===== src/lrelu_pkg.sv =====
`default_nettype none

package lrelu_pkg;

  // sample and coefficient widths
  localparam int WORD_IN_W  = 16;
  localparam int WORD_OUT_W = 8;
  localparam int COEF_W     = 16;
  // coefficients are Q8.8
  localparam int COEF_FRAC  = 8;

  // user field bit positions
  localparam int USER_W     = 2;
  localparam int I_IS_LRELU = 0;
  localparam int I_IS_1X1   = 1;

  // output saturation bounds
  localparam int OUT_MAX = 127;
  localparam int OUT_MIN = -128;

  // enabled cycles from s_valid to m_valid
  localparam int PIPE_LATENCY = 4;

  typedef logic signed [WORD_IN_W-1:0]  word_in_t;
  typedef logic signed [WORD_OUT_W-1:0] word_out_t;
  typedef logic signed [COEF_W-1:0]     coef_t;
  typedef logic        [USER_W-1:0]     user_t;

  // index width covering the 1x1 memory depth
  function automatic int idx_width(input int members);
    return $clog2(3 * members);
  endfunction

endpackage

`default_nettype wire


===== src/beat_if.sv =====
`timescale 1ns/10ps
`default_nettype none

interface beat_if #(
  parameter int GROUPS  = 2,
  parameter int UNITS   = 4,
  parameter int MEMBERS = 2
);
  import lrelu_pkg::*;

  logic     valid;
  user_t    user;
  word_in_t data [GROUPS][UNITS];
  // coefficient address for the beat being registered
  logic [idx_width(MEMBERS)-1:0] rd_idx;

  modport stage (output valid, output user, output data, output rd_idx);

  modport store (input rd_idx);

  modport unit (input valid, input user, input data);

endinterface

`default_nettype wire


===== src/sample_stage.sv =====
`timescale 1ns/10ps
`default_nettype none

module sample_stage #(
  parameter int GROUPS  = 2,
  parameter int UNITS   = 4,
  parameter int MEMBERS = 2
) (
  input  logic                 clk,
  input  logic                 clken,
  input  logic                 rst_n,
  input  logic                 cfg_clear,
  input  logic                 s_valid,
  input  lrelu_pkg::user_t     s_user,
  input  lrelu_pkg::word_in_t  s_data [GROUPS][UNITS],
  beat_if.stage                beat
);
  import lrelu_pkg::*;

  localparam int IDX_W = idx_width(MEMBERS);

  logic [IDX_W-1:0] rd_cnt;
  logic [IDX_W-1:0] last_idx;

  // wrap point follows the depth of the incoming beat
  assign last_idx = s_user[I_IS_1X1] ? IDX_W'(3 * MEMBERS - 1) : IDX_W'(MEMBERS - 1);
  assign beat.rd_idx = rd_cnt;

  always_ff @(posedge clk) begin
    if (!rst_n) begin
      beat.valid <= 1'b0;
      rd_cnt     <= '0;
    end else if (clken) begin
      beat.valid <= s_valid;
      if (cfg_clear) begin
        rd_cnt <= '0;
      end else if (s_valid) begin
        rd_cnt <= (rd_cnt >= last_idx) ? '0 : rd_cnt + 1'b1;
      end
    end
  end

  always_ff @(posedge clk) begin
    if (clken) begin
      beat.user <= s_user;
      beat.data <= s_data;
    end
  end

endmodule

`default_nettype wire


===== src/flat_wrapper.sv =====
// flat-port wrapper written by rule: the top's interface ports become plain ports
module sample_stage_flat import lrelu_pkg::*;
#(
  parameter int GROUPS  = 2,
  parameter int UNITS   = 4,
  parameter int MEMBERS = 2
)
  (clk, clken, rst_n, cfg_clear, s_valid, s_user, s_data, beat_valid, beat_user, beat_data, beat_rd_idx);
  beat_if #(.GROUPS(GROUPS), .UNITS(UNITS), .MEMBERS(MEMBERS)) beat_i ();
  input  logic clk;
  input  logic clken;
  input  logic rst_n;
  input  logic cfg_clear;
  input  logic s_valid;
  input  lrelu_pkg::user_t s_user;
  input  lrelu_pkg::word_in_t s_data[GROUPS][UNITS];
  output wire logic [$bits(beat_i.valid)-1:0] beat_valid;
  output wire logic [$bits(beat_i.user)-1:0] beat_user;
  output wire logic [$bits(beat_i.data)-1:0] beat_data;
  output wire logic [$bits(beat_i.rd_idx)-1:0] beat_rd_idx;
  assign beat_valid = beat_i.valid;
  assign beat_user = beat_i.user;
  assign beat_data = {>>{beat_i.data}};
  assign beat_rd_idx = beat_i.rd_idx;
  sample_stage #(.GROUPS(GROUPS), .UNITS(UNITS), .MEMBERS(MEMBERS)) u_core (.clk(clk), .clken(clken), .rst_n(rst_n), .cfg_clear(cfg_clear), .s_valid(s_valid), .s_user(s_user), .s_data(s_data), .beat(beat_i));
endmodule

===== config.mk =====
export PLATFORM = sky130hd
export DESIGN_NAME = sample_stage_flat
export DESIGN_NICKNAME = d
export VERILOG_FILES = /design/src/lrelu_pkg.sv /design/src/beat_if.sv /design/src/sample_stage.sv /design/src/flat_wrapper.sv
export SDC_FILE = /design/constraint.sdc
export NUM_CORES = 1
export LEC_CHECK = 0
export ABC_AREA = 0
export BUFFER_PORTS_ARGS = -buffer_cell sky130_fd_sc_hd__buf_4
export CORE_MARGIN = 2
export CORE_UTILIZATION = 33
export DETAILED_ROUTE_END_ITERATION = 10
export GPL_TIMING_DRIVEN = 0
export PLACE_DENSITY = 0.64
export SYNTH_ARGS = -nofsm -noshare
export SYNTH_HDL_FRONTEND = slang
export SYNTH_SLANG_ARGS = --single-unit

===== constraint.sdc =====
create_clock -name clk -period 2.1 [get_ports clk]
set_input_delay 0.105 -clock clk [delete_from_list [all_inputs] [get_ports clk]]
set_output_delay 0.105 -clock clk [all_outputs]
set_load 0.05 [all_outputs]

==> metrics.txt, run 1 <==
CTS Root Buffer Type=clkbuf_16; deepest clock path buffer count=2; Die Width=about 120 microns; Post-Syn Area=~0.0042 sq mm; Resized cells post-CTS=0; depth of the CTS H-tree=4; Port Buffers=~270; synthesis-stage register bit count=about 130; Yosys cell types=18; clock sink count=between 100 and 150; yosys warns=0; setup bufs post-CTS=0; Ports=between 200 and 300; status=stopped before the end; Log Error=[ERROR RSZ-0060] Max buffer count reached.; hold buffer count at cts=between 100 and 150; DP Wirelength=about 7600 microns; post-synthesis instance total=157; Seq/Total Area, Yosys=a little over nine tenths; chip height=around 120 microns; Placed Area=roughly 0.0064 sq mm; Mapped Nets=between 200 and 300; Stop stage=clock tree synthesis (4_1_cts); gp weighted congestion=0.8116; Post-Syn Area per Cell=26.45 sq um; row count=40; Initial Utilization=about a third; total CTS buffers=17
cells by family after synthesis:
kind of cell    count (synthesis)  share of synthesized area [%]
compound gates                  8                          1.597
fa+ha+maj                       3                         0.9040
buf+inv                         3                         0.2711
simple gates                    9                          1.296
flops                         134                          95.93
Yosys cell counts, drive strengths merged:
cell type | instances | share of area (%)
nor2b | 1 | 0.15
inv | 3 | 0.27
nand4bb | 1 | 0.27
nor2 | 1 | 0.090
nand2 | 3 | 0.27
dfxtp | 4 | 1.9
o21ai | 1 | 0.12
ha | 3 | 0.90
a21oi | 2 | 0.24
a31oi | 1 | 0.15
a211oi | 1 | 0.18
nand4b | 1 | 0.21
o21a | 1 | 0.18
nand4 | 1 | 0.15
edfxtp | 130 | 94
o31ai | 1 | 0.51
nand2b | 1 | 0.15
a41oi | 1 | 0.21
per-stage QoR:
step | worst slack (ns) | std cells
after global placement | 0.08669 | 593
after floorplan | 0.4435 | 157
after detailed placement | 0.5533 | 594
==> inputs of run 2 (changes only) <==
--- a/config.mk
+++ b/config.mk
@@ -8,10 +8,10 @@
 export ABC_AREA = 0
 export BUFFER_PORTS_ARGS = -buffer_cell sky130_fd_sc_hd__buf_4
 export CORE_MARGIN = 2
-export CORE_UTILIZATION = 33
+export CORE_UTILIZATION = 20
 export DETAILED_ROUTE_END_ITERATION = 10
 export GPL_TIMING_DRIVEN = 0
-export PLACE_DENSITY = 0.64
+export PLACE_DENSITY_LB_ADDON = 0.15
 export SYNTH_ARGS = -nofsm -noshare
 export SYNTH_HDL_FRONTEND = slang
 export SYNTH_SLANG_ARGS = --single-unit
==> run 2 against run 1 <==
  * The flow now finishes without violations
  * Area after synthesis unchanged
  * Synthesized cell count unchanged
==> metrics.txt, run 2 <==
Pwr per Cell Area=923.8 mW/mm^2; Largest register FFs=~130; CTS Root Buffer Type=clkbuf_16; VDD IR max=approximately 0.52 mV; deepest clock path buffer count=2 (unchanged); crit-path max FO=5; slew at the pin with the worst max-slew slack=~0.55 ns; Hold Crit Class=primary input to flip-flop; most frequent cells in the layout=buf_4, dlygate4sd3_1, edfxtp_1; Yosys cell types=18 (unchanged); total power=roughly 8 mW; initial antenna violation count=0; reg2reg setup slack=0.66 ns; CP Capture Type=flip-flop; number of global-route vias before repair=about 3400; required time worst endpoint=2.43 ns; CTS tree=yes; CTS clk-pin slew, worst paths=approximately 0.06 ns; Port Buffers=268 (unchanged); depth of the CTS H-tree=4 (unchanged); Ports=269 (unchanged); multi-input logic area=roughly 160 sq um; die outline area=between 0.02 and 0.025 sq mm; Die Width=148.1 microns (+27%); Mapped Nets=295 (unchanged); final count of hold timing violations=0; Tcrit/Tclk final=a little under 70%; register share of total power=41.3%; yosys warns=0 (unchanged); Power Internal=approximately 5.7 mW; Synth top cells by count=edfxtp_1, dfxtp_1, ha_1, inv_1, nand2_1; HP Start=cfg_clear; antenna cells=0; most flop-heavy register=u_core.beat.data; Max Fclk=693.1 MHz; count leader, synth=edfxtp_1; Via Count=3158; Worst Skew=~0.0023 ns; final std cell area, no fill=0.008467 sq mm; Initial DRC Count=81; final slew viol count=0; Seq/Total Area, Yosys=95.93% (unchanged); Comb power frac=between 15 and 20%; register area=around 0.0040 sq mm; area grow syn2layout=103.9%; Routed WL per cell=13.85 microns; global-route wire length before repair=about 18000 microns; worst hold path endpoint=u_core.beat.rd_idx[0]$_SDFFE_PN0P_; WP data arrival=1.77 ns; row count=52 (+30%); RSZ-0062 raised after global routing=no; via-per-instance ratio=3.676; top post-synthesis cells by area=edfxtp_1, dfxtp_1, ha_1; First-pass DRT Iterations=4; synthesis-stage register bit count=134 (unchanged); EDFF count, synth=130 (unchanged); Fillers=~1900; ys flop type=edfxtp_1; Core ar.=a little over 0.02 sq mm; most common cell after layout, fill and taps aside=buf_4; Setup violations, final=0; antenna-violating nets left=0; sw frac=26.84%; layout cells sized above 1=around half; clock sink count=134 (unchanged); final WL=11900 microns; crit path kind=flip-flop to flip-flop; ys async rst share=0% (unchanged); max_slew headroom=between 60% and 70%; Worst Reg2Reg Path Length in Cells=5; worst r2r src=u_core.beat.rd_idx[1]$_SDFFE_PN0P_; total CTS buffers=17 (unchanged); Post-Syn Area=0.004153 sq mm (unchanged); gr ovfl total=0; cell leakage power=between 3 and 4 nW; Initial Utilization=20.46% (-14 points); RR Endpoint=u_core.beat.rd_idx[0]$_SDFFE_PN0P_; Worst-Skew Late Latency=approximately 0.4 ns; Max Cap Viol=0; status=completed; Total Routing Usage GR=roughly a tenth; element type at the critical path start=flip-flop; area leader, netlist=edfxtp_1; post-synthesis instance total=157 (unchanged); largest net degree at the start of global routing=roughly 80; # DRC=0; Clk pwr share=39.4%; gp weighted congestion=0.6739 (-17%); nets=715; chip height=148.1 microns (+27%); Post-Syn Area per Cell=26.45 sq um (unchanged); Sw Pwr=approximately 2.1 mW; Hold Crit Depth=3; Placed Area=0.006534 sq mm (+2.0%); share of the synthesized area in the top cell type=94.00% (unchanged); Min Clock Period, post-route=~1.4 ns
[run 2: final cells by class]
cell class | instances | area share, %
Clock inverter | 12 | 2.113
Sequential cell | 134 | 47.05
Multi-Input combinational cell | 20 | 1.862
Timing Repair Buffer | 401 | 39.74
Tap cell | 270 | 3.990
Clock buffer | 19 | 5.113
Inverter | 3 | 0.1330
[run 2: worst max-delay path by stage]
| stage | startpoint | endpoint | slack (ns) | depth (start not counted) |
|---|---|---|---|---|
| global placement | clken | u_core.beat.rd_idx[2]$_SDFFE_PN0P_ | -0.002 | 4 |
| floorplan | u_core.beat.rd_idx[1]$_SDFFE_PN0P_ | u_core.beat.rd_idx[0]$_SDFFE_PN0P_ | 0.44 | 5 |
| global route | u_core.beat.rd_idx[1]$_SDFFE_PN0P_ | u_core.beat.rd_idx[0]$_SDFFE_PN0P_ | 0.54 | 5 |
| detailed placement | u_core.beat.rd_idx[1]$_SDFFE_PN0P_ | u_core.beat.rd_idx[0]$_SDFFE_PN0P_ | 0.68 | 5 |
| finish | u_core.beat.rd_idx[1]$_SDFFE_PN0P_ | u_core.beat.rd_idx[0]$_SDFFE_PN0P_ | 0.66 | 5 |
| CTS | u_core.beat.rd_idx[1]$_SDFFE_PN0P_ | u_core.beat.rd_idx[0]$_SDFFE_PN0P_ | 0.65 | 5 |
[run 2: layer usage]
metal | GRT usage [%] | wire (microns)
met5 | 0 | 0
met4 | 4.476 | 231
met2 | 18.17 | 6323
met3 | 3.957 | 803
met1 | 11.79 | 4536
[run 2: through the flow]
stage                     hold WS [ns]  setup slack, ns  setup TNS [ns]  std cells  utilization, %
after floorplan                 0.2039           0.4435               0        157               -
after global placement          0.2834        -0.002259       -0.002259        695           32.03
after detailed placement        0.2843           0.6751               0        696           32.19
after CTS                     0.009191           0.6481               0        859           41.71
after global routing           0.01188           0.5368               0        859           41.71
final                          0.02967           0.6571               0        859           41.71
[run 2: power groups by stage]
stage | logic [mW] | clock network (mW) | registers, mW
final | 1.51 | 3.08 | 3.23
after global routing | 1.57 | 3.33 | 3.25
after CTS | 1.53 | 3.20 | 3.23
after detailed placement | 1.32 | 0 | 3.28
after global placement | 1.31 | 0 | 3.28
after floorplan | 0.0142 | 0 | 4.01
[run 2: logic make-up (layout without fill, tap and decap cells)]
family,Yosys count,after routing,share of synthesized area [%]
fa+ha+maj,3,3,0.9040
flops,134,134,95.93
buf+inv,3,435,0.2711
simple gates,9,9,1.296
compound gates,8,8,1.597
[run 2: critical path, stage by stage, from the launching register on]
cell and delay [ns]:
dfxtp_1 0.46, inv_1 0.07, ha_1 0.21, o31ai_4 0.24, a41oi_1 0.15, a211oi_1 0.23
[run 2: repair_timing]
| action | in CTS | in global routing |
|---|---|---|
| setup buffers | 0 | 0 |
| hold buffers | 132 | 0 |
| gates resized for setup | 0 | 0 |
| setup endpoints to repair | 0 | 0 |
| endpoints found under the hold margin | 132 | 0 |
No activity file was read; power rests on OpenSTA's default activity.
==> inputs of run 3 (changes only) <==
==> constraint.sdc (replaced) <==
create_clock -name clk -period 1.2 [get_ports clk]
set_input_delay 0.06 -clock clk [delete_from_list [all_inputs] [get_ports clk]]
set_output_delay 0.06 -clock clk [all_outputs]
set_load 0.05 [all_outputs]
==> run 3 against run 2 <==
  * The flow now finishes with violations (negative setup slack)
  * Critical path depth is the same
  * Power grew 73%
  * Clock power grew 69%
  * Combinational power grew 77%
  * Count of clock-buffer cells in the layout is the same
  * Critical endpoint is now u_core.beat.rd_idx[2]$_SDFFE_PN0P_
  * Highest routed layer unchanged
==> metrics.txt, run 3 (synthesized netlist as in run 2, its figures left out) <==
status=complete, but fails checks; failing checks=negative setup slack; HP Start=clken; Placed Area=0.006550 sq mm (+0.25%); CP Capture Type=flip-flop; WP data arrival=1.56 ns (-0.21 ns); register share of total power=41.7% (+0.4 points); reg2reg setup slack=-0.03 ns (-0.69 ns); depth of the CTS H-tree=4 (unchanged); chip height=148.1 microns (unchanged); Ports=269 (unchanged); CTS Root Buffer Type=clkbuf_16; required time worst endpoint=1.53 ns (-0.90 ns); Setup violations, final=1 (+1); gp weighted congestion=0.6831 (+1.4%); final WL=11840 microns (-0.47%); most common cell after layout, fill and taps aside=buf_4; DP Wirelength=approximately 8100 microns; Hold Crit Class=primary input to flip-flop; Pwr per Cell Area=1582 mW/mm^2 (+71%); clock sink count=134 (unchanged); final count of hold timing violations=0 (unchanged); final slew viol count=0 (unchanged); register area=0.003993 sq mm (+0.22%); CTS tree=yes; crit path kind=flip-flop to flip-flop; CP startpoint=u_core.beat.rd_idx[1]$_SDFFE_PN0P_; Comb power frac=19.8% (+0.4 points); Max Cap Viol=0 (unchanged); Initial DRC Count=60 (-26%); row count=52 (unchanged); # DRC=0 (unchanged); largest net degree at the start of global routing=73 (-7.6%); Tcrit/Tclk final=102.4% (+34 points); RSZ-0062 raised after global routing=yes; slew at the pin with the worst max-slew slack=0.6074 ns (+0.05632 ns); Core ar.=0.02030 sq mm (unchanged); final std cell area, no fill=0.008536 sq mm (+0.81%); Max Fclk=814.1 MHz (+17%); layout cells sized above 1=52.36% (+1.6 points); number of global-route vias before repair=3506 (+3.0%); Via Count=3121 (-1.2%); antenna-violating nets left=0 (unchanged); antenna cells=0 (unchanged); nets=719 (+0.56%); total CTS buffers=17 (unchanged); multi-input logic area=200.2 sq um (+27%); CTS clk-pin slew, worst paths=0.06 ns (about the same); Port Buffers=268 (unchanged); First-pass DRT Iterations=4 (unchanged); Worst Skew=0.0009260 ns (-0.001416 ns); Sw Pwr=3.691 mW (+76%); most frequent cells in the layout=buf_4, dlygate4sd3_1, edfxtp_1; global-route wire length before repair=17730 microns (+0.78%); Initial Utilization=20.46% (unchanged); element type at the critical path start=flip-flop; deepest clock path buffer count=2 (unchanged); gr ovfl total=0 (unchanged); pre-CTS setup slack=-0.3180 ns (-0.9932 ns); area grow syn2layout=105.5%; Worst-Skew Late Latency=0.40 ns (about the same); fin worst setup slack=-0.02833 ns (-0.6855 ns); Largest register FFs=128 (unchanged); Fillers=1862 (-3.2%); VDD IR max=0.8461 mV (+62%); Clk pwr share=38.5% (-0.9 points); sw frac=27.34% (+0.50 points); Setup crit end=u_core.beat.rd_idx[2]$_SDFFE_PN0P_; RR Endpoint=u_core.beat.rd_idx[2]$_SDFFE_PN0P_; cell leakage power=3.526 nW (+0.33%); crit-path max FO=4 (-1); most flop-heavy register=u_core.beat.data; worst r2r src=u_core.beat.rd_idx[1]$_SDFFE_PN0P_; max_slew headroom=59.51% (-3.8 points); Die Width=148.1 microns (unchanged); Power Internal=9.812 mW (+71%); Worst Reg2Reg Path Length in Cells=5 (unchanged); Min Clock Period, post-route=1.228 ns (-0.2145 ns); Routed WL per cell=13.70 microns (-1.0%); initial antenna violation count=0 (unchanged); Total Routing Usage GR=10.63% (+0.054 points); die outline area=0.02193 sq mm (unchanged); via-per-instance ratio=3.612 (-1.7%)
## run 3: cell count changes in the layout (fill, tap and decap cells not counted), moves of 2 or more
cell,change
dfxtp_1,-3
buf_6,+2
clkinv_1,+2
dfxtp_4,+2
ha_1,-2
ha_4,+2
## run 3: how the worst min path moves through the flow
stage / depth (start not counted) / slack (ns) / end
finish: 1 / 0.13 / u_core.beat.data[123]$_DFFE_PP_
global route: 1 / 0.15 / u_core.beat.data[123]$_DFFE_PP_
CTS: 1 / 0.13 / u_core.beat.data[123]$_DFFE_PP_
detailed placement: 1 / 0.24 / u_core.beat.data[124]$_DFFE_PP_
global placement: 1 / 0.24 / u_core.beat.data[82]$_DFFE_PP_
floorplan: 0 / 0.16 / u_core.beat.data[0]$_DFFE_PP_
## run 3: through the flow
| step | hold WS (ns) | util, % | std cells | setup TNS, ns | power, mW |
|---|---|---|---|---|---|
| after floorplan | 0.1589 | - | 157 | -0.1815 | 7.038 |
| after global placement | 0.2379 | 32.11 | 695 | -76.99 | 8.042 |
| after detailed placement | 0.2393 | 32.27 | 696 | -9.310 | 8.057 |
| after CTS | 0.1321 | 41.96 | 863 | -0.05081 | 13.73 |
| after global routing | 0.1479 | 42.05 | 864 | -0.2187 | 14.01 |
| final | 0.1292 | 42.05 | 864 | -0.02833 | 13.50 |
## run 3: layer usage
layer	share of wire (%)	up-vias	track usage, %	wire, microns
met3	8.6	18	4.202	1021
li1	-	1487	-	-
met1	37	1467	11.01	4368
met4	2.4	0	5.524	282
met5	0	-	0	0
met2	52	149	18.59	6167
## run 3: power by group through the flow
stage / logic (mW) / clock network [mW] / registers [mW]
global route: 2.78 / 5.56 / 5.67
detailed placement: 2.32 / 0 / 5.74
finish: 2.67 / 5.20 / 5.64
floorplan: 0.0269 / 0 / 7.01
global placement: 2.30 / 0 / 5.74
CTS: 2.69 / 5.40 / 5.64
## run 3: area by class of cell
type	count	area share, %
clock buffer	19	5.072
clock inverter	13	1.832
inverter	3	0.1319
multi-input combinational	20	2.345
sequential	134	46.78
tap	270	3.958
timing repair buffer	405	39.89
## run 3: worst max-delay path, stage by stage, from the launching register on
cell and delay, ns:
dfxtp_4 0.34, buf_4 0.15, o31ai_4 0.27, buf_4 0.16, nand4b_1 0.10, a31oi_1 0.14
## run 3: timing repair
action                                 4_1_cts  5_1_grt
hold buffers                               133        0
setup endpoints to repair                    3        4
pin swaps                                    3        0
endpoints found under the hold margin      134        0
gates resized for setup                      5        3
buffers inserted                             2        1
==> inputs of run 4 (changes only) <==
--- a/config.mk
+++ b/config.mk
@@ -5,7 +5,7 @@
 export SDC_FILE = /design/constraint.sdc
 export NUM_CORES = 1
 export LEC_CHECK = 0
-export ABC_AREA = 0
+export ABC_AREA = 1
 export BUFFER_PORTS_ARGS = -buffer_cell sky130_fd_sc_hd__buf_4
 export CORE_MARGIN = 2
 export CORE_UTILIZATION = 20
==> run 4 against run 3 <==
  * The flow now finishes without violations
  * Clock power rose by 4.2%
  * Non-clock buffer count is 2 lower
  * Hold slack better by 0.035 ns
  * Die area is 0.26% higher
  * Via count up 2.0%
  * Flip-flop and latch count stayed put
  * First-iteration DRC count is 77% higher
  * Wire length shrank 0.36%
  * Sequential power about the same
  * Combinational power barely moved
  * Core utilization shrank 0.24 points
  * Critical path depth fell by 3
==> metrics.txt, run 4 <==
status=completed; row count=52 (unchanged); Post-Synth XOR/XNOR Area=0% (unchanged); deepest clock path buffer count=2 (unchanged); share of the synthesized area in the top cell type=93.75% (-0.25 points); Compound-Gate Fraction of Synth Area=0.6010% (-1.0 points); reg2reg setup slack=0.09 ns (+0.12 ns); Initial DRC Count=106 (+77%); area leader, netlist=edfxtp_1; layout cells sized above 1=50.91% (-1.4 points); slew at the pin with the worst max-slew slack=0.7786 ns (+0.1712 ns); critical path's slowest cell=dfxtp_2; total CTS buffers=17 (unchanged); CTS clk-pin slew, worst paths=0.06 ns (about the same); Setup violations, final=0 (-1); Seq/Total Area, Yosys=95.67% (-0.26 points); Routed WL per cell=13.48 microns (-1.6%); final slew viol count=0 (unchanged); Largest register FFs=128 (unchanged); Total Routing Usage GR=10.83% (+0.20 points); ys flop type=edfxtp_1; post-synthesis mux area share=0% (unchanged); gr ovfl total=0 (unchanged); clock sink count=134 (unchanged); most frequent cells in the layout=buf_4, dlygate4sd3_1, edfxtp_1; Min Clock Period, post-route=1.136 ns (-0.09201 ns); Die Width=148.3 microns (+0.13%); ys async rst share=0% (unchanged); chip height=148.3 microns (+0.13%); post-synthesis instance total=171 (+8.9%); Yosys cell types=9 (-9); antenna-violating nets left=0 (unchanged); CTS Root Buffer Type=clkbuf_16; crit path kind=flip-flop to output pin; Via Count=3184 (+2.0%); antenna cells=0 (unchanged); CTS tree=yes; VDD IR max=0.8474 mV (+0.15%); CP Capture Type=output pin; required time worst endpoint=1.14 ns (-0.39 ns); most common cell after layout, fill and taps aside=buf_4; Max Cap Viol=0 (unchanged); Worst Skew=0.007793 ns (+0.006867 ns); depth of the CTS H-tree=4 (unchanged); largest family of logic cells by synthesized area=simple AND/OR/NAND/NOR gates; via-per-instance ratio=3.639 (+0.74%); nets=731 (+1.7%); Mapped Nets=309 (+4.7%); element type at the critical path start=flip-flop; Core ar.=0.02036 sq mm (+0.32%); Tcrit/Tclk final=94.69% (-7.7 points); most flop-heavy register=u_core.beat.data; WP data arrival=1.08 ns (-0.48 ns); cell leakage power=3.588 nW (+1.7%); Worst-Skew Late Latency=0.41 ns (about the same); Post-Syn Area=0.004164 sq mm (+0.27%); area grow syn2layout=104.4%; simple-gate share of the synthesized area=1.923% (+0.63 points); final count of hold timing violations=0 (unchanged); max_slew headroom=48.09% (-11 points); Ports=269 (unchanged); Hold Crit Class=primary input to flip-flop; crit-path max FO=4 (unchanged); final WL=11800 microns (-0.36%); yosys warns=0 (unchanged); Fillers=1878 (+0.86%); Port Buffers=268 (unchanged); synthesized-area fraction occupied by adder cells=0.9014% (-0.0024 points); EDFF count, synth=130 (unchanged); die outline area=0.02199 sq mm (+0.26%); # DRC=0 (unchanged); top post-synthesis cells by area=edfxtp_1, dfxtp_1, nand2_1; largest net degree at the start of global routing=78 (+6.8%); DP Wirelength=8006 microns (-0.91%); synthesis-stage register bit count=134 (unchanged); Pwr per Cell Area=1609 mW/mm^2 (+1.7%); Synth top cells by count=edfxtp_1, nand2_1, inv_1; initial antenna violation count=0 (unchanged); number of global-route vias before repair=3511 (+0.14%); final std cell area, no fill=0.008513 sq mm (-0.26%); Hold Worst Slack=0.1639 ns (+0.03475 ns); First-pass DRT Iterations=4 (unchanged); most used cell, CP=buf_4; Final TNS setup=0 ns (+0.02833 ns); gp weighted congestion=0.7078 (+3.6%); Placed Area=0.006549 sq mm (about the same); Post-Syn Area per Cell=24.35 sq um (-7.9%); Max Fclk=880.0 MHz (+8.1%); Initial Utilization=20.45% (about the same); Cell Chain, Critical Path=buf_4, buf_4; highest cell delay on the worst timing path=0.36 ns (+0.02 ns); global-route wire length before repair=18140 microns (+2.3%); count leader, synth=edfxtp_1
run 4: changes by cell type after synthesis, moves of 2 or more:
cell     change
nor2_1       +2
nand2_2      +2
a21oi_1      +3
nand3_1      +3
inv_1        +7
nand2_1      +8
run 4: critical path: cells and delay by family, from the launching register on:
kind	cells	cell delay [ns]
buf+inv	2	0.31
flops	1	0.36
run 4: per-layer routing:
layer  GRT usage [%]  vias up  share of wire (%)
met5               0        -                  0
li1                -     1503                  -
met1           11.67     1515                 39
met3           4.479       20                7.9
met2           18.80      146                 52
met4           4.524        0                1.7
run 4: path summary, 6_finish.rpt:
kind,start,to,cells after the start
min reg2reg,u_core.beat.valid$_SDFFE_PN0P_,u_core.beat.valid$_SDFFE_PN0P_,2
min,clken,u_core.beat.data[120]$_DFFE_PP_,1
max,u_core.beat.rd_idx[1]$_SDFFE_PN0P_,beat_rd_idx[1],2
max reg2reg,u_core.beat.rd_idx[1]$_SDFFE_PN0P_,u_core.beat.rd_idx[1]$_SDFFE_PN0P_,7
run 4: through the flow:
stage          worst slack [ns]  util [%]  power (mW)  instances
6_report                0.06368     41.80       13.70        875
2_1_floorplan          -0.03716         -       7.032        171
4_1_cts                 0.05776     41.69       13.95        874
3_3_place_gp            -0.8563     32.00       8.028        709
5_1_grt                -0.01123     41.80       14.27        875
3_5_place_dp            -0.1899     32.16       8.050        710
run 4: where the power goes:
group | internal (mW) | switching (mW) | leakage [nW]
Combinational | 1.01 | 1.64 | 1.98
Sequential | 5.54 | 0.101 | 1.31
Clock | 3.46 | 1.95 | 0.304
Total | 10.0 | 3.69 | 3.59
run 4: area by class of cell:
type / count / area (sq um) / share of cell area, %
clock buffers: 18 / 429.2 / 5.041
clock inverters: 13 / 180.2 / 2.116
inverters: 10 / 37.54 / 0.4409
multi-input cells: 27 / 158.9 / 1.867
flip-flops and latches: 134 / 3988 / 46.84
well taps: 270 / 337.8 / 3.968
repair buffers: 403 / 3382 / 39.73
run 4: kinds of logic after synthesis:
logic type	after synthesis
and+or+nand+nor	19
AOI/OAI and AO/OA	5
buffers and inverters	10
adders and majority gates	3
DFF	134
run 4: repair_timing:
| action | 4_1_cts | 5_1_grt |
|---|---|---|
| setup endpoints to repair | 0 | 3 |
| gates resized for setup | 0 | 3 |
| buffers inserted | 0 | 1 |
| hold buffers | 133 | 0 |
| hold endpoints to repair | 134 | 0 |
