`config.mk`:
```
export PLATFORM = sky130hd
export DESIGN_NAME = coef_store_flat
export DESIGN_NICKNAME = d
export VERILOG_FILES = /design/src/lrelu_pkg.sv /design/src/beat_if.sv /design/src/coef_store.sv /design/src/flat_wrapper.sv
export SDC_FILE = /design/constraint.sdc
export NUM_CORES = 1
export LEC_CHECK = 0
export ABC_AREA = 1
export BUFFER_PORTS_ARGS = -buffer_cell sky130_fd_sc_hd__buf_2
export CORE_UTILIZATION = 50
export DETAILED_ROUTE_END_ITERATION = 6
export PLACE_DENSITY = 0.67
export SYNTH_ARGS = -nofsm -noshare
export SYNTH_HDL_FRONTEND = slang
export SYNTH_SLANG_ARGS = --single-unit
export TNS_END_PERCENT = 10
```
`constraint.sdc`:
```
create_clock -name clk -period 3.9 [get_ports clk]
set_clock_uncertainty 0.05 [all_clocks]
set_input_delay 0.39 -clock clk [delete_from_list [all_inputs] [get_ports clk]]
set_output_delay 0.39 -clock clk [all_outputs]
set_load 0.01 [all_outputs]
```
`src/lrelu_pkg.sv`:
```
`default_nettype none

package lrelu_pkg;

  // sample and coefficient widths
  localparam int WORD_IN_W  = 16;
  localparam int WORD_OUT_W = 8;
  localparam int COEF_W     = 16;
  // coefficients are Q8.8
  localparam int COEF_FRAC  = 8;

  // user field bit positions
  localparam int USER_W     = 2;
  localparam int I_IS_LRELU = 0;
  localparam int I_IS_1X1   = 1;

  // output saturation bounds
  localparam int OUT_MAX = 127;
  localparam int OUT_MIN = -128;

  // enabled cycles from s_valid to m_valid
  localparam int PIPE_LATENCY = 4;

  typedef logic signed [WORD_IN_W-1:0]  word_in_t;
  typedef logic signed [WORD_OUT_W-1:0] word_out_t;
  typedef logic signed [COEF_W-1:0]     coef_t;
  typedef logic        [USER_W-1:0]     user_t;

  // index width covering the 1x1 memory depth
  function automatic int idx_width(input int members);
    return $clog2(3 * members);
  endfunction

endpackage

`default_nettype wire

```
`src/beat_if.sv`:
```
`timescale 1ns/10ps
`default_nettype none

interface beat_if #(
  parameter int GROUPS  = 2,
  parameter int UNITS   = 4,
  parameter int MEMBERS = 2
);
  import lrelu_pkg::*;

  logic     valid;
  user_t    user;
  word_in_t data [GROUPS][UNITS];
  // coefficient address for the beat being registered
  logic [idx_width(MEMBERS)-1:0] rd_idx;

  modport stage (output valid, output user, output data, output rd_idx);

  modport store (input rd_idx);

  modport unit (input valid, input user, input data);

endinterface

`default_nettype wire

```
`src/coef_store.sv`:
```
`timescale 1ns/10ps
`default_nettype none

module coef_store #(
  parameter int GROUPS  = 2,
  parameter int MEMBERS = 2
) (
  input  logic             clk,
  input  logic             clken,
  input  logic             rst_n,
  input  logic             cfg_clear,
  input  logic             cfg_valid,
  input  logic             cfg_is_1x1,
  input  lrelu_pkg::coef_t cfg_data [GROUPS],
  beat_if.store            beat,
  output lrelu_pkg::coef_t a_val [GROUPS],
  output lrelu_pkg::coef_t b_val [GROUPS],
  output lrelu_pkg::coef_t d_val [GROUPS]
);
  import lrelu_pkg::*;

  localparam int DEPTH = 3 * MEMBERS;
  localparam int IDX_W = idx_width(MEMBERS);

  // write order is D, then A, then B, then D again
  typedef enum logic [1:0] {
    SEL_D,
    SEL_A,
    SEL_B
  } sel_t;

  sel_t             sel;
  logic [IDX_W-1:0] waddr;
  logic [IDX_W-1:0] last_addr;
  logic             wr_d;
  logic             wr_a;
  logic             wr_b;

  coef_t a_mem [GROUPS][DEPTH];
  coef_t b_mem [GROUPS][DEPTH];
  coef_t d_reg [GROUPS];

  assign last_addr = cfg_is_1x1 ? IDX_W'(DEPTH - 1) : IDX_W'(MEMBERS - 1);

  assign wr_d = cfg_valid && !cfg_clear && (sel == SEL_D);
  assign wr_a = cfg_valid && !cfg_clear && (sel == SEL_A);
  assign wr_b = cfg_valid && !cfg_clear && (sel == SEL_B);

  // write sequencer
  always_ff @(posedge clk) begin
    if (!rst_n) begin
      sel   <= SEL_D;
      waddr <= '0;
    end else if (clken) begin
      if (cfg_clear) begin
        sel   <= SEL_D;
        waddr <= '0;
      end else if (cfg_valid) begin
        unique case (sel)
          SEL_D: begin
            sel   <= SEL_A;
            waddr <= '0;
          end
          SEL_A: begin
            if (waddr >= last_addr) begin
              sel   <= SEL_B;
              waddr <= '0;
            end else begin
              waddr <= waddr + 1'b1;
            end
          end
          SEL_B: begin
            if (waddr >= last_addr) begin
              sel   <= SEL_D;
              waddr <= '0;
            end else begin
              waddr <= waddr + 1'b1;
            end
          end
          default: sel <= SEL_D;
        endcase
      end
    end
  end

  // old word is read when write and read hit the same cycle
  always_ff @(posedge clk) begin
    if (clken) begin
      for (int g = 0; g < GROUPS; g++) begin
        if (wr_d) d_reg[g] <= cfg_data[g];
        if (wr_a) a_mem[g][waddr] <= cfg_data[g];
        if (wr_b) b_mem[g][waddr] <= cfg_data[g];
        a_val[g] <= a_mem[g][beat.rd_idx];
        b_val[g] <= b_mem[g][beat.rd_idx];
        d_val[g] <= d_reg[g];
      end
    end
  end

endmodule

`default_nettype wire

```
`src/flat_wrapper.sv`:
```
// flat-port wrapper written by rule: the top's interface ports become plain ports
module coef_store_flat import lrelu_pkg::*;
#(
  parameter int GROUPS  = 2,
  parameter int MEMBERS = 2
)
  (clk, clken, rst_n, cfg_clear, cfg_valid, cfg_is_1x1, cfg_data, a_val, b_val, d_val, beat_rd_idx);
  beat_if #(.GROUPS(GROUPS), .MEMBERS(MEMBERS)) beat_i ();
  input  logic clk;
  input  logic clken;
  input  logic rst_n;
  input  logic cfg_clear;
  input  logic cfg_valid;
  input  logic cfg_is_1x1;
  input  lrelu_pkg::coef_t cfg_data[GROUPS];
  output lrelu_pkg::coef_t a_val[GROUPS];
  output lrelu_pkg::coef_t b_val[GROUPS];
  output lrelu_pkg::coef_t d_val[GROUPS];
  input wire logic [$bits(beat_i.rd_idx)-1:0] beat_rd_idx;
  assign beat_i.rd_idx = beat_rd_idx;
  coef_store #(.GROUPS(GROUPS), .MEMBERS(MEMBERS)) u_core (.clk(clk), .clken(clken), .rst_n(rst_n), .cfg_clear(cfg_clear), .cfg_valid(cfg_valid), .cfg_is_1x1(cfg_is_1x1), .cfg_data(cfg_data), .beat(beat_i), .a_val(a_val), .b_val(b_val), .d_val(d_val));
endmodule
```
==> Yosys cells after proc, flatten, opt, wreduce, memory -nomap -nowiden <==
Memory sizes are Yosys's and may differ from the RTL's. A register that Yosys moved wholly into a read port is not among the register bits.
Index checks and enable logic that the tools add are counted.
{ "word_totals": {"reg_bits": 69, "ram_bits": 416, "input_bits": 41, "out_inout_bits": 96, "wordCells": 65, "memories": 3} }
{ "op_classes": {"add_sub_neg": 1, "magnitude_cmp": 4, "n_eq_ne": 4, "mux": 33, "bitwise_logic": 2, "reduce_logical": 12} }
{ "memory_table": {"columns": ["memory", "depth", "width", "rd", "rd_ports_with_merged_regs", "wr", "line", "source"], "rows": [
  ["u_core.a_mem", 2, 96, 2, 0, 2, "coef_store.sv:39", "coef_t a_mem [GROUPS][DEPTH];"],
  ["u_core.b_mem", 2, 96, 2, 0, 2, "coef_store.sv:40", "coef_t b_mem [GROUPS][DEPTH];"],
  ["u_core.d_reg", 2, 16, 2, 2, 2, "coef_store.sv:41", "coef_t d_reg [GROUPS];"]
]} }
{ "ops": {"columns": ["op", "count"], "rows": [
  ["binary-select mux 16 bit (select 3 bit)", 4],
  ["two-way mux 96 bit", 2],
  ["two-way mux 16 bit", 9],
  ["demux 16 bit (select 3 bit)", 1],
  ["two-way mux 3 bit", 4],
  ["greater-or-equal comparator 4 bit, second input constant", 2],
  ["two-way mux 2 bit", 4],
  ["NOT 3 -> 4 bit", 2],
  ["two-way mux 1 bit", 7],
  ["!= test 3 bit, second input constant", 2],
  ["case mux 2 bit (3 select lines)", 1],
  ["case mux 3 bit (2 select lines)", 1],
  ["logical AND 1 bit", 5],
  ["< comparator 4 x 1 -> 1 bit, second input constant", 1],
  ["AND reduction 4 bit", 1],
  ["adder 3 x 1 -> 3 bit, second input constant", 1],
  ["greater-or-equal comparator 3 bit", 1],
  ["AND reduction 3 bit", 1],
  ["nonzero test 3 bit", 1],
  ["equality test 2 x 1 -> 1 bit, second input constant", 1],
  ["equality test 2 bit, second input constant", 1],
  ["logical NOT 2 bit", 1],
  ["nonzero test 2 bit", 1],
  ["OR reduction 2 bit", 1],
  ["logical NOT 1 bit", 1]
]} }

==> Longest topological paths before layout <==
Gate-level depths: netlist (run 1).
{ "logic_depth": {"word_depth": 6, "ltp_mapped": 9, "depth_no_buf": 9} }

==> Worst setup path before layout (run 1) <==
Ideal clock, no wire load.
{ "synth_path": {"path_kind": "reg-to-reg", "start": "register u_core.sel[0]", "end": "memory u_core.d_reg[0][0] (netlist bit), enable pin", "setup_ns": 0.461, "arrival_ns": 2.801, "slack_ns": 0.588, "path_stages_with_launch": 5, "n_path_buf": 0, "cell_sequence": "dfxtp_1 inv_1 ha_1 inv_1 nor3_1"} }
{ "synth_lines": {"columns": ["element", "line", "source"], "rows": [
  ["from (decl)", "coef_store.sv:32", "sel_t sel;"],
  ["from (signal assigned)", "coef_store.sv:52", "sel <= SEL_D;"],
  ["from (signal assigned)", "coef_store.sv:56", "sel <= SEL_D;"],
  ["from (signal assigned)", "coef_store.sv:61", "sel <= SEL_A;"],
  ["to (decl)", "coef_store.sv:41", null]
]} }

==> results of run 1 <==
## stage by stage
step | worst slack, ns | util | hold slack, ns | cell area, µm² | cells
finish | 1.558 | 0.5860 | 0.04342 | 22020 | 2011
global route | 1.420 | 0.5860 | 0.06122 | 22020 | 2011
CTS | 1.556 | 0.5860 | 0.02303 | 22020 | 2011
detailed placement | 1.259 | 0.5423 | 0.3545 | 20380 | 1915
global placement | 1.265 | 0.5423 | 0.3508 | 20380 | 1915
floorplan | 0.5880 | - | 0.3503 | 19070 | 1309
## layout by cell type (no fill, tap or decap), types with 13 or more instances in the layout
cell type and instances:
sky130_fd_sc_hd__nor2_4 13, sky130_fd_sc_hd__clkbuf_16 52, sky130_fd_sc_hd__nor2_1 266, sky130_fd_sc_hd__inv_1 14, sky130_fd_sc_hd__edfxtp_1 512, sky130_fd_sc_hd__nand2_1 83
sky130_fd_sc_hd__o21ai_1 171, sky130_fd_sc_hd__buf_2 133, sky130_fd_sc_hd__o21ai_0 149, sky130_fd_sc_hd__buf_4 27
## layout make-up
type	instances	share of cell area
Inverter	16	0.003011
Timing Repair Buffer	164	0.04267
Clock buffer	64	0.06114
Multi-Input combinational cell	707	0.1480
Sequential cell	517	0.7027
Tap cell	511	0.02903
Clock inverter	32	0.01347
## routing by layer
| layer | share of wire | vias up |
|---|---|---|
| li1 | - | 5070 |
| met1 | 0.45 | 5306 |
| met2 | 0.47 | 330 |
| met3 | 0.061 | 50 |
| met4 | 0.019 | 0 |
| met5 | 0 | - |
## final timing paths
path	slack, ns	cells after the start	to
max	1.56	5	u_core.a_mem[0][47]
min	0.04	3	u_core.sel[0]
max reg2reg	1.56	5	u_core.a_mem[0][47]
min reg2reg	0.37	0	d_val[30]
## kinds of logic after synthesis
family,count (synthesis),share of synthesized area
buffers and inverters,85,0.02283
AND/OR/NAND/NOR,372,0.07421
adder cells (fa/ha/maj),7,0.004593
flip-flops,517,0.8115
AO/OA/AOI/OAI,328,0.08681
## critical path: stages (launching register included)
cell and delay (ns):
sky130_fd_sc_hd__dfxtp_1 0.32, sky130_fd_sc_hd__inv_1 0.10, sky130_fd_sc_hd__ha_1 0.19, sky130_fd_sc_hd__nand2_1 0.34, sky130_fd_sc_hd__nor2_4 0.70, sky130_fd_sc_hd__buf_4 0.31
## power by group through the flow
stage | combinational, µW | sequential [µW] | clock (µW)
6_report | 544 | 6240 | 4780
4_1_cts | 553 | 6240 | 4840
5_1_grt | 612 | 6240 | 5050
2_1_floorplan | 263 | 6380 | 0
3_5_place_dp | 551 | 6350 | 0
3_3_place_gp | 541 | 6350 | 0
==> run_results.csv, run 1 <==
group,metric,value,unit
global_routing,gr-usage-all-layers,0.2053,
sta,final_period_minus_worst_setup_slack,2.342,ns
sta,report.final.slew_viol_count,0,
logic_synthesis,synth.yosys.warnings,0,
logic_synthesis,ys_top_cells_by_count,"512 x sky130_fd_sc_hd__edfxtp_1, 278 x sky130_fd_sc_hd__nor2_1, 171 x sky130_fd_sc_hd__o21ai_1",
floorplanning,dieArea,38920,µm²
logic_synthesis,synthesized_instance_count,1309,
pwr,netSwitchingPower,2411,µW
pwr,vdd_ir_drop_max,343.3,µV
global_routing,antenna_found_initial,0,
global_routing,globalRouteOverflowTotal,0,
final_layout,syn2layout_area_growth,15.49,%
clock_tree,postCtsSetupRepairBufs,0,
routing,remaining_drc_errors,0,
routing,detail_route.wl_per_cell,19.47,µm
clock_tree,post_cts_resize_count,0,
routing,postRouteWirelength,39160,µm
global_routing,global_route.peak_usage_layer,"met2",
clock_tree,cts_htree_levels,2,
logic_synthesis,ys_async_sr_fraction,0,
critical_path,worst-endpoint-arrival,2.55,ns
global_routing,met2_usage,0.3242,
logic_synthesis,synth-seq-area-share,0.8115,
clock_tree,max_buffers_root_to_sink,3,
hold_path,timing.hold.worst.class,"primary input to flop",
critical_path,worstSetupStartpointType,"flop",
final_layout,regArea,15470,µm²
floorplanning,core-area,37580,µm²
sta,timing_worst_slew_pin_value,0.9205,ns
logic_synthesis,yosysMostFrequentCell,"sky130_fd_sc_hd__edfxtp_1",
clock_tree,cts_tree,"yes",
logic_synthesis,postSynthAreaPerCell,14.57,µm²
clock_tree,path_clk_slew,0.06,ns
logic_synthesis,synth_top_cells_by_area,"sky130_fd_sc_hd__edfxtp_1 81%, sky130_fd_sc_hd__nor2_1 5.5%, sky130_fd_sc_hd__o21ai_1 4.5%, sky130_fd_sc_hd__o21ai_0 3.9%, sky130_fd_sc_hd__nand2_1 1.6%",
pwr,power_density,524.7,nW/µm²
floorplanning,die_height,197.3,µm
global_routing,grt_util_met1,0.2966,
clock_tree,clk-insertion-delay-late,0.57,ns
critical_path,setup.worst_path.start,"u_core.sel[1]",
pwr,sequential_power_share,0.540,
final_layout,nets,1505,
pwr,fraction_of_power_spent_switching_nets,0.2087,
sta,layout_worst_path_cycle_share,0.6004,
sta,unrepaired_setup_endpoints_after_global_routing,"false",
floorplanning,ios,137,
routing,detailedRoute.firstPassIterationCount,5,
final_layout,final_layout_size_suffix_gt1_frac,0.1707,
critical_path,crit_fanout,19,
global_routing,global_route.usage.met3,0.03398,
routing,post_drt_via_cell_ratio,5.349,
floorplanning,start_util,0.5074,
routing,route.antenna.remaining_nets,0,
clock_tree,cts_hold_buffers,0,
logic_synthesis,postSynthNetCount,1357,
logic_synthesis,post-synth-top-area-fraction,0.8063,
clock_tree,cts-root-buf,"sky130_fd_sc_hd__clkbuf_16",
critical_path,endpoint_kind,"flop",
logic_synthesis,synth_edf_count,512,
job,drv_cap,0,
sta,clock.fmax,0.4271,GHz
global_routing,vias_in_the_first_global_route,10400,
sta,setup-violations-final,0,
floorplanning,die_w,197.3,µm
critical_path,worst-endpoint-required,4.11,ns
logic_synthesis,synth.largest_area_cell,"sky130_fd_sc_hd__edfxtp_1",
critical_path,regToRegStartpoint,"u_core.sel[1]",
clock_tree,cts_made_buffers,51,
final_layout,multi_input_area,3258,µm²
hold_path,hold_start,"rst_n",
logic_synthesis,ys.flop_type,"sky130_fd_sc_hd__edfxtp_1",
clock_tree,cts.sink_count,517,
logic_synthesis,synth_seq_cells,517,
global_routing,grt_pass1_wl,60040,µm
placed_design,routabilityCongestion,0.7570,
floorplanning,placement_row_count,71,
pwr,power.share.clock,0.413,
outcome,run_status,"finished clean",
final_layout,fillers,2875,
global_routing,grt_start_max_net_pins,98,
routing,vias,10760,
critical_path,critical_path_class,"flop to flop",
routing,initialDrtViolationCount,901,
placed_design,number_of_port_buffers,136,
logic_synthesis,synth.lib_cells_used.distinct,25,
placed_design,detailed_placement_wirelength_estimate,21200,µm
sta,final.setup.tns,0,ns
pwr,total_leakage_power,0.007469,µW
final_layout,insertedDiodeCount,0,
pwr,combPwrFrac,0.047,
pwr,internal_power,9143,µW
pwr,total_power,11550,µW
logic_synthesis,syn_area,19070,µm²
final_layout,top_regs,"u_core.a_mem: 192 flops, u_core.b_mem: 192 flops",
sta,hold_viol_final,0,
sta,worst_slew_margin_rel,0.3849,
No activity file was read; power rests on OpenSTA's default activity.
==> run 2: changes to the inputs <==
Clock period 3.9 ns to 2.3 ns, I/O delays scaled along.
==> run 2 against run 1 <==
Utilization up 1.5 points. Routed wire length up 0.29%. Setup slack worse by 1.2 ns. Critical endpoint is now u_core.b_mem[0][128]. First-iteration DRC count down 10%. Largest power group unchanged. Critical path type unchanged.
==> run_results.csv, run 2 (synthesized netlist as in run 1, its figures left out) <==
group,metric,value,unit
critical_path,worstSetupStartpointType,"flop",
final_layout,nets,1553,
final_layout,mostFrequentLayoutCell,"sky130_fd_sc_hd__edfxtp_1",
sta,report.final.slew_viol_count,0,
sta,layout_worst_path_cycle_share,0.8493,
floorplanning,dieArea,38920,µm²
outcome,run_status,"finished clean",
clock_tree,cts-root-buf,"sky130_fd_sc_hd__clkbuf_16",
critical_path,crit_family,"simple AND/OR/NAND/NOR gates",
critical_path,crit_fanout,21,
clock_tree,cts_tree,"yes",
floorplanning,core-area,37580,µm²
clock_tree,clk-insertion-delay-late,0.59,ns
pwr,total_power,19910,µW
placed_design,dpl_worst_slack,0.2421,ns
placed_design,number_of_port_buffers,136,
sta,worst_slew_margin_rel,0.6103,
sta,timing_worst_slew_pin_value,0.5832,ns
clock_tree,cts.sink_count,517,
clock_tree,path_clk_slew,0.06,ns
final_layout,top_regs,"u_core.a_mem: 192 flops, u_core.b_mem: 192 flops",
critical_path,cp_cell_sequence,"inv_1, ha_1, nand2_1, nor2_4, buf_4",
critical_path,endpoint_kind,"flop",
sta,unrepaired_setup_endpoints_after_global_routing,"false",
floorplanning,placement_row_count,71,
critical_path,critical_path.slowest_cell,"sky130_fd_sc_hd__buf_4",
critical_path,cp_num_buf_inv,2,
global_routing,grt_start_max_net_pins,99,
global_routing,antenna_found_initial,2,
routing,initialDrtViolationCount,811,
final_layout,fin_area,22570,µm²
floorplanning,ios,137,
hold_path,timing.hold.worst.class,"primary input to flop",
sta,hold_viol_final,0,
routing,postRouteWirelength,39270,µm
job,drv_cap,0,
final_layout,fillers,2800,
sta,setup-violations-final,0,
clock_tree,postCtsSetupRepairBufs,0,
clock_tree,post_cts_resize_count,0,
final_layout,syn2layout_area_growth,18.37,%
pwr,power_density,882.1,nW/µm²
clock_tree,cts_htree_levels,2,
critical_path,logic_depth_of_the_worst_register_to_register_path,5,
global_routing,vias_in_the_first_global_route,10670,
clock_tree,cts_made_buffers,51,
placed_design,routabilityCongestion,0.7993,
final_layout,most-common-layout-cells,"512 x sky130_fd_sc_hd__edfxtp_1, 266 x sky130_fd_sc_hd__nor2_1, 171 x sky130_fd_sc_hd__o21ai_1, 149 x sky130_fd_sc_hd__o21ai_0, 133 x sky130_fd_sc_hd__buf_2",
final_layout,finish.utilization,0.6007,
floorplanning,start_util,0.5074,
global_routing,globalRouteOverflowTotal,0,
placed_design,detailed_placement_wirelength_estimate,22320,µm
sta,final_period_minus_worst_setup_slack,1.953,ns
critical_path,worst_path_largest_cell_delay,0.37,ns
critical_path,worst-endpoint-required,2.49,ns
clock_tree,cts_hold_buffers,33,
routing,route.antenna.remaining_nets,0,
routing,remaining_drc_errors,0,
floorplanning,die_height,197.3,µm
final_layout,final_layout_size_suffix_gt1_frac,0.1765,
critical_path,critical_path_class,"flop to flop",
routing,post_drt_via_cell_ratio,5.294,
routing,detailedRoute.firstPassIterationCount,5,
routing,detail_route.wl_per_cell,19.07,µm
pwr,vdd_ir_drop_max,580.7,µV
routing,vias,10900,
sta,worst_hold_slack,0.05382,ns
critical_path,worst-endpoint-arrival,2.14,ns
hold_path,whs_path_depth,6,
critical_path,crit_cells,5,
global_routing,grt_pass1_wl,60150,µm
sta,clock.fmax,0.5119,GHz
sta,setup_slack,0.3467,ns
placed_design,detailed_place.area,20550,µm²
pwr,total_leakage_power,0.007715,µW
global_routing,gr-usage-all-layers,0.2057,
floorplanning,die_w,197.3,µm
clock_tree,max_buffers_root_to_sink,3,
==> run 2: changes by cell type in the layout (fill, tap and decap cells not counted), sizes merged <==
cell	delta
buf	+15
diode	+1
clkinvlp	+3
dlygate4sd3	+33
clkinv	-7
bufinv	+2
clkbuf	+1
==> run 2: area by class of cell <==
class                      instances  area (µm²)  area share
clock buffer                      65        1350     0.05981
multi-input combinational        707        3264      0.1446
sequential                       517       15470      0.6856
timing repair buffer             212        1433     0.06347
tap                              511       639.4     0.02833
clock inverter                    30       341.6     0.01513
antenna                            1       2.502   0.0001109
inverter                          16       66.31    0.002938
==> run 2: worst register-to-register path: stages (launching register included) <==
cell	delay, ns
sky130_fd_sc_hd__dfxtp_1	0.32
sky130_fd_sc_hd__inv_1	0.10
sky130_fd_sc_hd__ha_1	0.19
sky130_fd_sc_hd__nand2_1	0.34
sky130_fd_sc_hd__nor2_4	0.21
sky130_fd_sc_hd__buf_4	0.37
==> run 2: path summary, 6_finish.rpt <==
path	slack (ns)	start	to
max	0.35	u_core.sel[0]	u_core.b_mem[0][128]
min	0.05	cfg_clear	u_core.sel[0]
max reg2reg	0.35	u_core.sel[0]	u_core.b_mem[0][128]
min reg2reg	0.37	u_core.d_reg[0][22]	d_val[6]
==> run 2: metrics by stage <==
stage	TNS (ns)	cells
2_1_floorplan	-82.70	1309
3_3_place_gp	0	1930
3_5_place_dp	0	1930
4_1_cts	0	2058
5_1_grt	0	2058
6_report	0	2059
==> run 2: power by group <==
part	switching, µW	total, µW	internal, µW
Clock	3400	8340	4950
Sequential	46.7	10600	10500
Combinational	680	997	316
Total	4130	19900	15800
==> run 2: metal layers <==
metal	wire length, µm	vias to the layer above	share of wire	track usage
met5	13	-	0.00033	0
met2	18940	323	0.48	0.3356
met3	2213	70	0.056	0.03483
met1	17130	5347	0.44	0.2809
met4	970	2	0.025	0.07206
li1	-	5158	-	-
==> run 3: changes to the inputs <==
Settings changed: PLACE_DENSITY 0.67 to 0.7.
Clock period 2.3 ns to 1.6 ns, I/O delays scaled along.
==> run 3 against run 2 <==
Power grew 43%. Critical endpoint is now u_core.a_mem[0][56]. Hold slack gained 0.022 ns. Flip-flop and latch count is the same. Register-to-register slack lost 0.28 ns. Setup slack lost 0.28 ns. Highest routed layer unchanged. Cell count grew 0.78%. Combinational power grew 58%. Via count grew 1.9%.
==> run_results.csv, run 3 (synthesized netlist as in run 1, its figures left out) <==
group,metric,value,unit
placed_design,number_of_port_buffers,136,
routing,post_drt_via_cell_ratio,5.351,
sta,setup_slack,0.06450,ns
global_routing,antenna_found_initial,1,
sta,unrepaired_setup_endpoints_after_global_routing,"true",
final_layout,nets,1570,
sta,clock.fmax,0.6513,GHz
placed_design,place_inst,1948,
final_layout,final_layout_size_suffix_gt1_frac,0.1969,
critical_path,logic_depth_of_the_worst_register_to_register_path,5,
global_routing,gr-usage-all-layers,0.2120,
critical_path,critical_path.slowest_cell,"sky130_fd_sc_hd__dfxtp_2",
sta,worst_slew_margin_rel,0.6458,
sta,report.final.slew_viol_count,0,
clock_tree,cts_tree,"yes",
hold_path,hold_end,"u_core.sel[0]",
critical_path,crit_family,"flip-flops",
sta,setup-violations-final,0,
placed_design,dpl_worst_slack,-0.04493,ns
hold_path,whs_path_depth,7,
global_routing,globalRouteOverflowTotal,0,
hold_path,timing.hold.worst.class,"primary input to flop",
critical_path,worst-endpoint-arrival,1.73,ns
routing,postRouteWirelength,40530,µm
global_routing,grt_start_max_net_pins,97,
pwr,total_leakage_power,0.007914,µW
clock_tree,clk-insertion-delay-late,0.57,ns
final_layout,syn2layout_area_growth,20.79,%
floorplanning,ios,137,
critical_path,crit_fanout,32,
placed_design,detailed_place.area,21020,µm²
critical_path,cp_cell_sequence,"inv_2, ha_1, nand2_4, nor2_4, buf_12",
clock_tree,path_clk_slew,0.06,ns
sta,timing_worst_slew_pin_value,0.5313,ns
sta,hold_viol_final,0,
final_layout,fin_area,23030,µm²
hold_path,hold_start,"cfg_clear",
floorplanning,die_height,197.3,µm
critical_path,endpoint_kind,"flop",
placed_design,routabilityCongestion,0.7507,
global_routing,grt_pass1_wl,62360,µm
routing,detail_route.wl_per_cell,19.53,µm
critical_path,worst_path_largest_cell_delay,0.33,ns
global_routing,vias_in_the_first_global_route,11050,
sta,final_period_minus_worst_setup_slack,1.536,ns
clock_tree,max_buffers_root_to_sink,3,
sta,layout_worst_path_cycle_share,0.9597,
routing,vias,11100,
routing,initialDrtViolationCount,992,
clock_tree,cts_htree_levels,2,
clock_tree,cts_made_buffers,50,
critical_path,worstSetupStartpointType,"flop",
final_layout,top_regs,"u_core.a_mem: 192 flops, u_core.b_mem: 192 flops",
pwr,vdd_ir_drop_max,684.2,µV
clock_tree,cts.sink_count,517,
critical_path,regToRegStartpoint,"u_core.sel[1]",
final_layout,finish.cell_count_without_fillers,2075,
floorplanning,start_util,0.5074,
critical_path,worst-endpoint-required,1.79,ns
critical_path,r2r_setup_slack,0.06,ns
critical_path,critical_path_class,"flop to flop",
routing,remaining_drc_errors,0,
final_layout,mostFrequentLayoutCell,"sky130_fd_sc_hd__edfxtp_1",
floorplanning,dieArea,38920,µm²
outcome,run_status,"finished clean",
final_layout,insertedDiodeCount,0,
clock_tree,cts-root-buf,"sky130_fd_sc_hd__clkbuf_16",
critical_path,worstReg2RegEnd,"u_core.a_mem[0][56]",
floorplanning,placement_row_count,71,
floorplanning,core-area,37580,µm²
routing,route.antenna.remaining_nets,0,
final_layout,fillers,2722,
floorplanning,die_w,197.3,µm
placed_design,detailed_placement_wirelength_estimate,24240,µm
routing,detailedRoute.firstPassIterationCount,7,
pwr,power_density,1238,nW/µm²
job,drv_cap,0,
final_layout,most-common-layout-cells,"512 x sky130_fd_sc_hd__edfxtp_1, 265 x sky130_fd_sc_hd__nor2_1, 173 x sky130_fd_sc_hd__o21ai_1, 147 x sky130_fd_sc_hd__o21ai_0, 133 x sky130_fd_sc_hd__buf_2",
critical_path,cp_num_buf_inv,2,
run 3: final cells by class:
type                            count  area, µm²  share of cell area
Tap cell                          511      639.4             0.02776
Sequential cell                   517      15480              0.6721
Inverter                           16      66.31            0.002879
Timing Repair Buffer              230       1881             0.08164
Clock buffer                       63       1384             0.06008
Clock inverter                     31      284.0             0.01233
Multi-Input combinational cell    707       3299              0.1432
run 3: timing repair:
action | in CTS | in global routing
hold endpoints to repair | 421 | 0
buffers inserted | 0 | 0
hold buffers | 33 | 0
gates resized for setup | 0 | 8
setup endpoints to repair | 0 | 324
run 3: worst max-delay path by stage:
| stage | start | to | slack (ns) | cells past startpoint |
|---|---|---|---|---|
| final | u_core.sel[1] | u_core.a_mem[0][56] | 0.06 | 5 |
| after global routing | u_core.sel[1] | u_core.waddr[2] | -0.02 | 10 |
| after CTS | u_core.sel[1] | u_core.a_mem[0][9] | 0.002 | 5 |
| after detailed placement | cfg_clear | u_core.b_mem[0][104] | -0.04 | 8 |
| after global placement | cfg_clear | u_core.b_mem[0][104] | -0.04 | 8 |
| after floorplan | u_core.sel[1] | u_core.d_reg[0][0] | -0.19 | 4 |
run 3: per-stage QoR:
step / hold slack (ns) / util / setup TNS (ns) / total power (µW)
3_3_place_gp: 0.3507 / 0.5595 / -6.275 / 16960
5_1_grt: 0.1362 / 0.6130 / -0.01790 / 29410
4_1_cts: 0.05844 / 0.6126 / 0 / 28720
3_5_place_dp: 0.3545 / 0.5595 / -7.129 / 17000
6_report: 0.07566 / 0.6130 / 0 / 28530
2_1_floorplan: 0.2089 / - / -49.25 / 16220
run 3: where the power goes:
group | internal, µW | switching [µW]
Clock | 6940 | 4820
Combinational | 526 | 1050
Sequential | 15100 | 63.9
Total | 22600 | 5940
run 3: layer usage:
metal	GRT usage	wire, µm	up-vias
met5	0	13	-
met4	0.05972	765	2
met3	0.03603	2310	61
met2	0.3421	19500	348
met1	0.2990	17950	5498
li1	-	-	5195
run 3: worst min-delay path: cells and delay by family:
kind,cells,cell delay (ns)
buffers and inverters,3,0.29
and+or+nand+nor,4,0.21
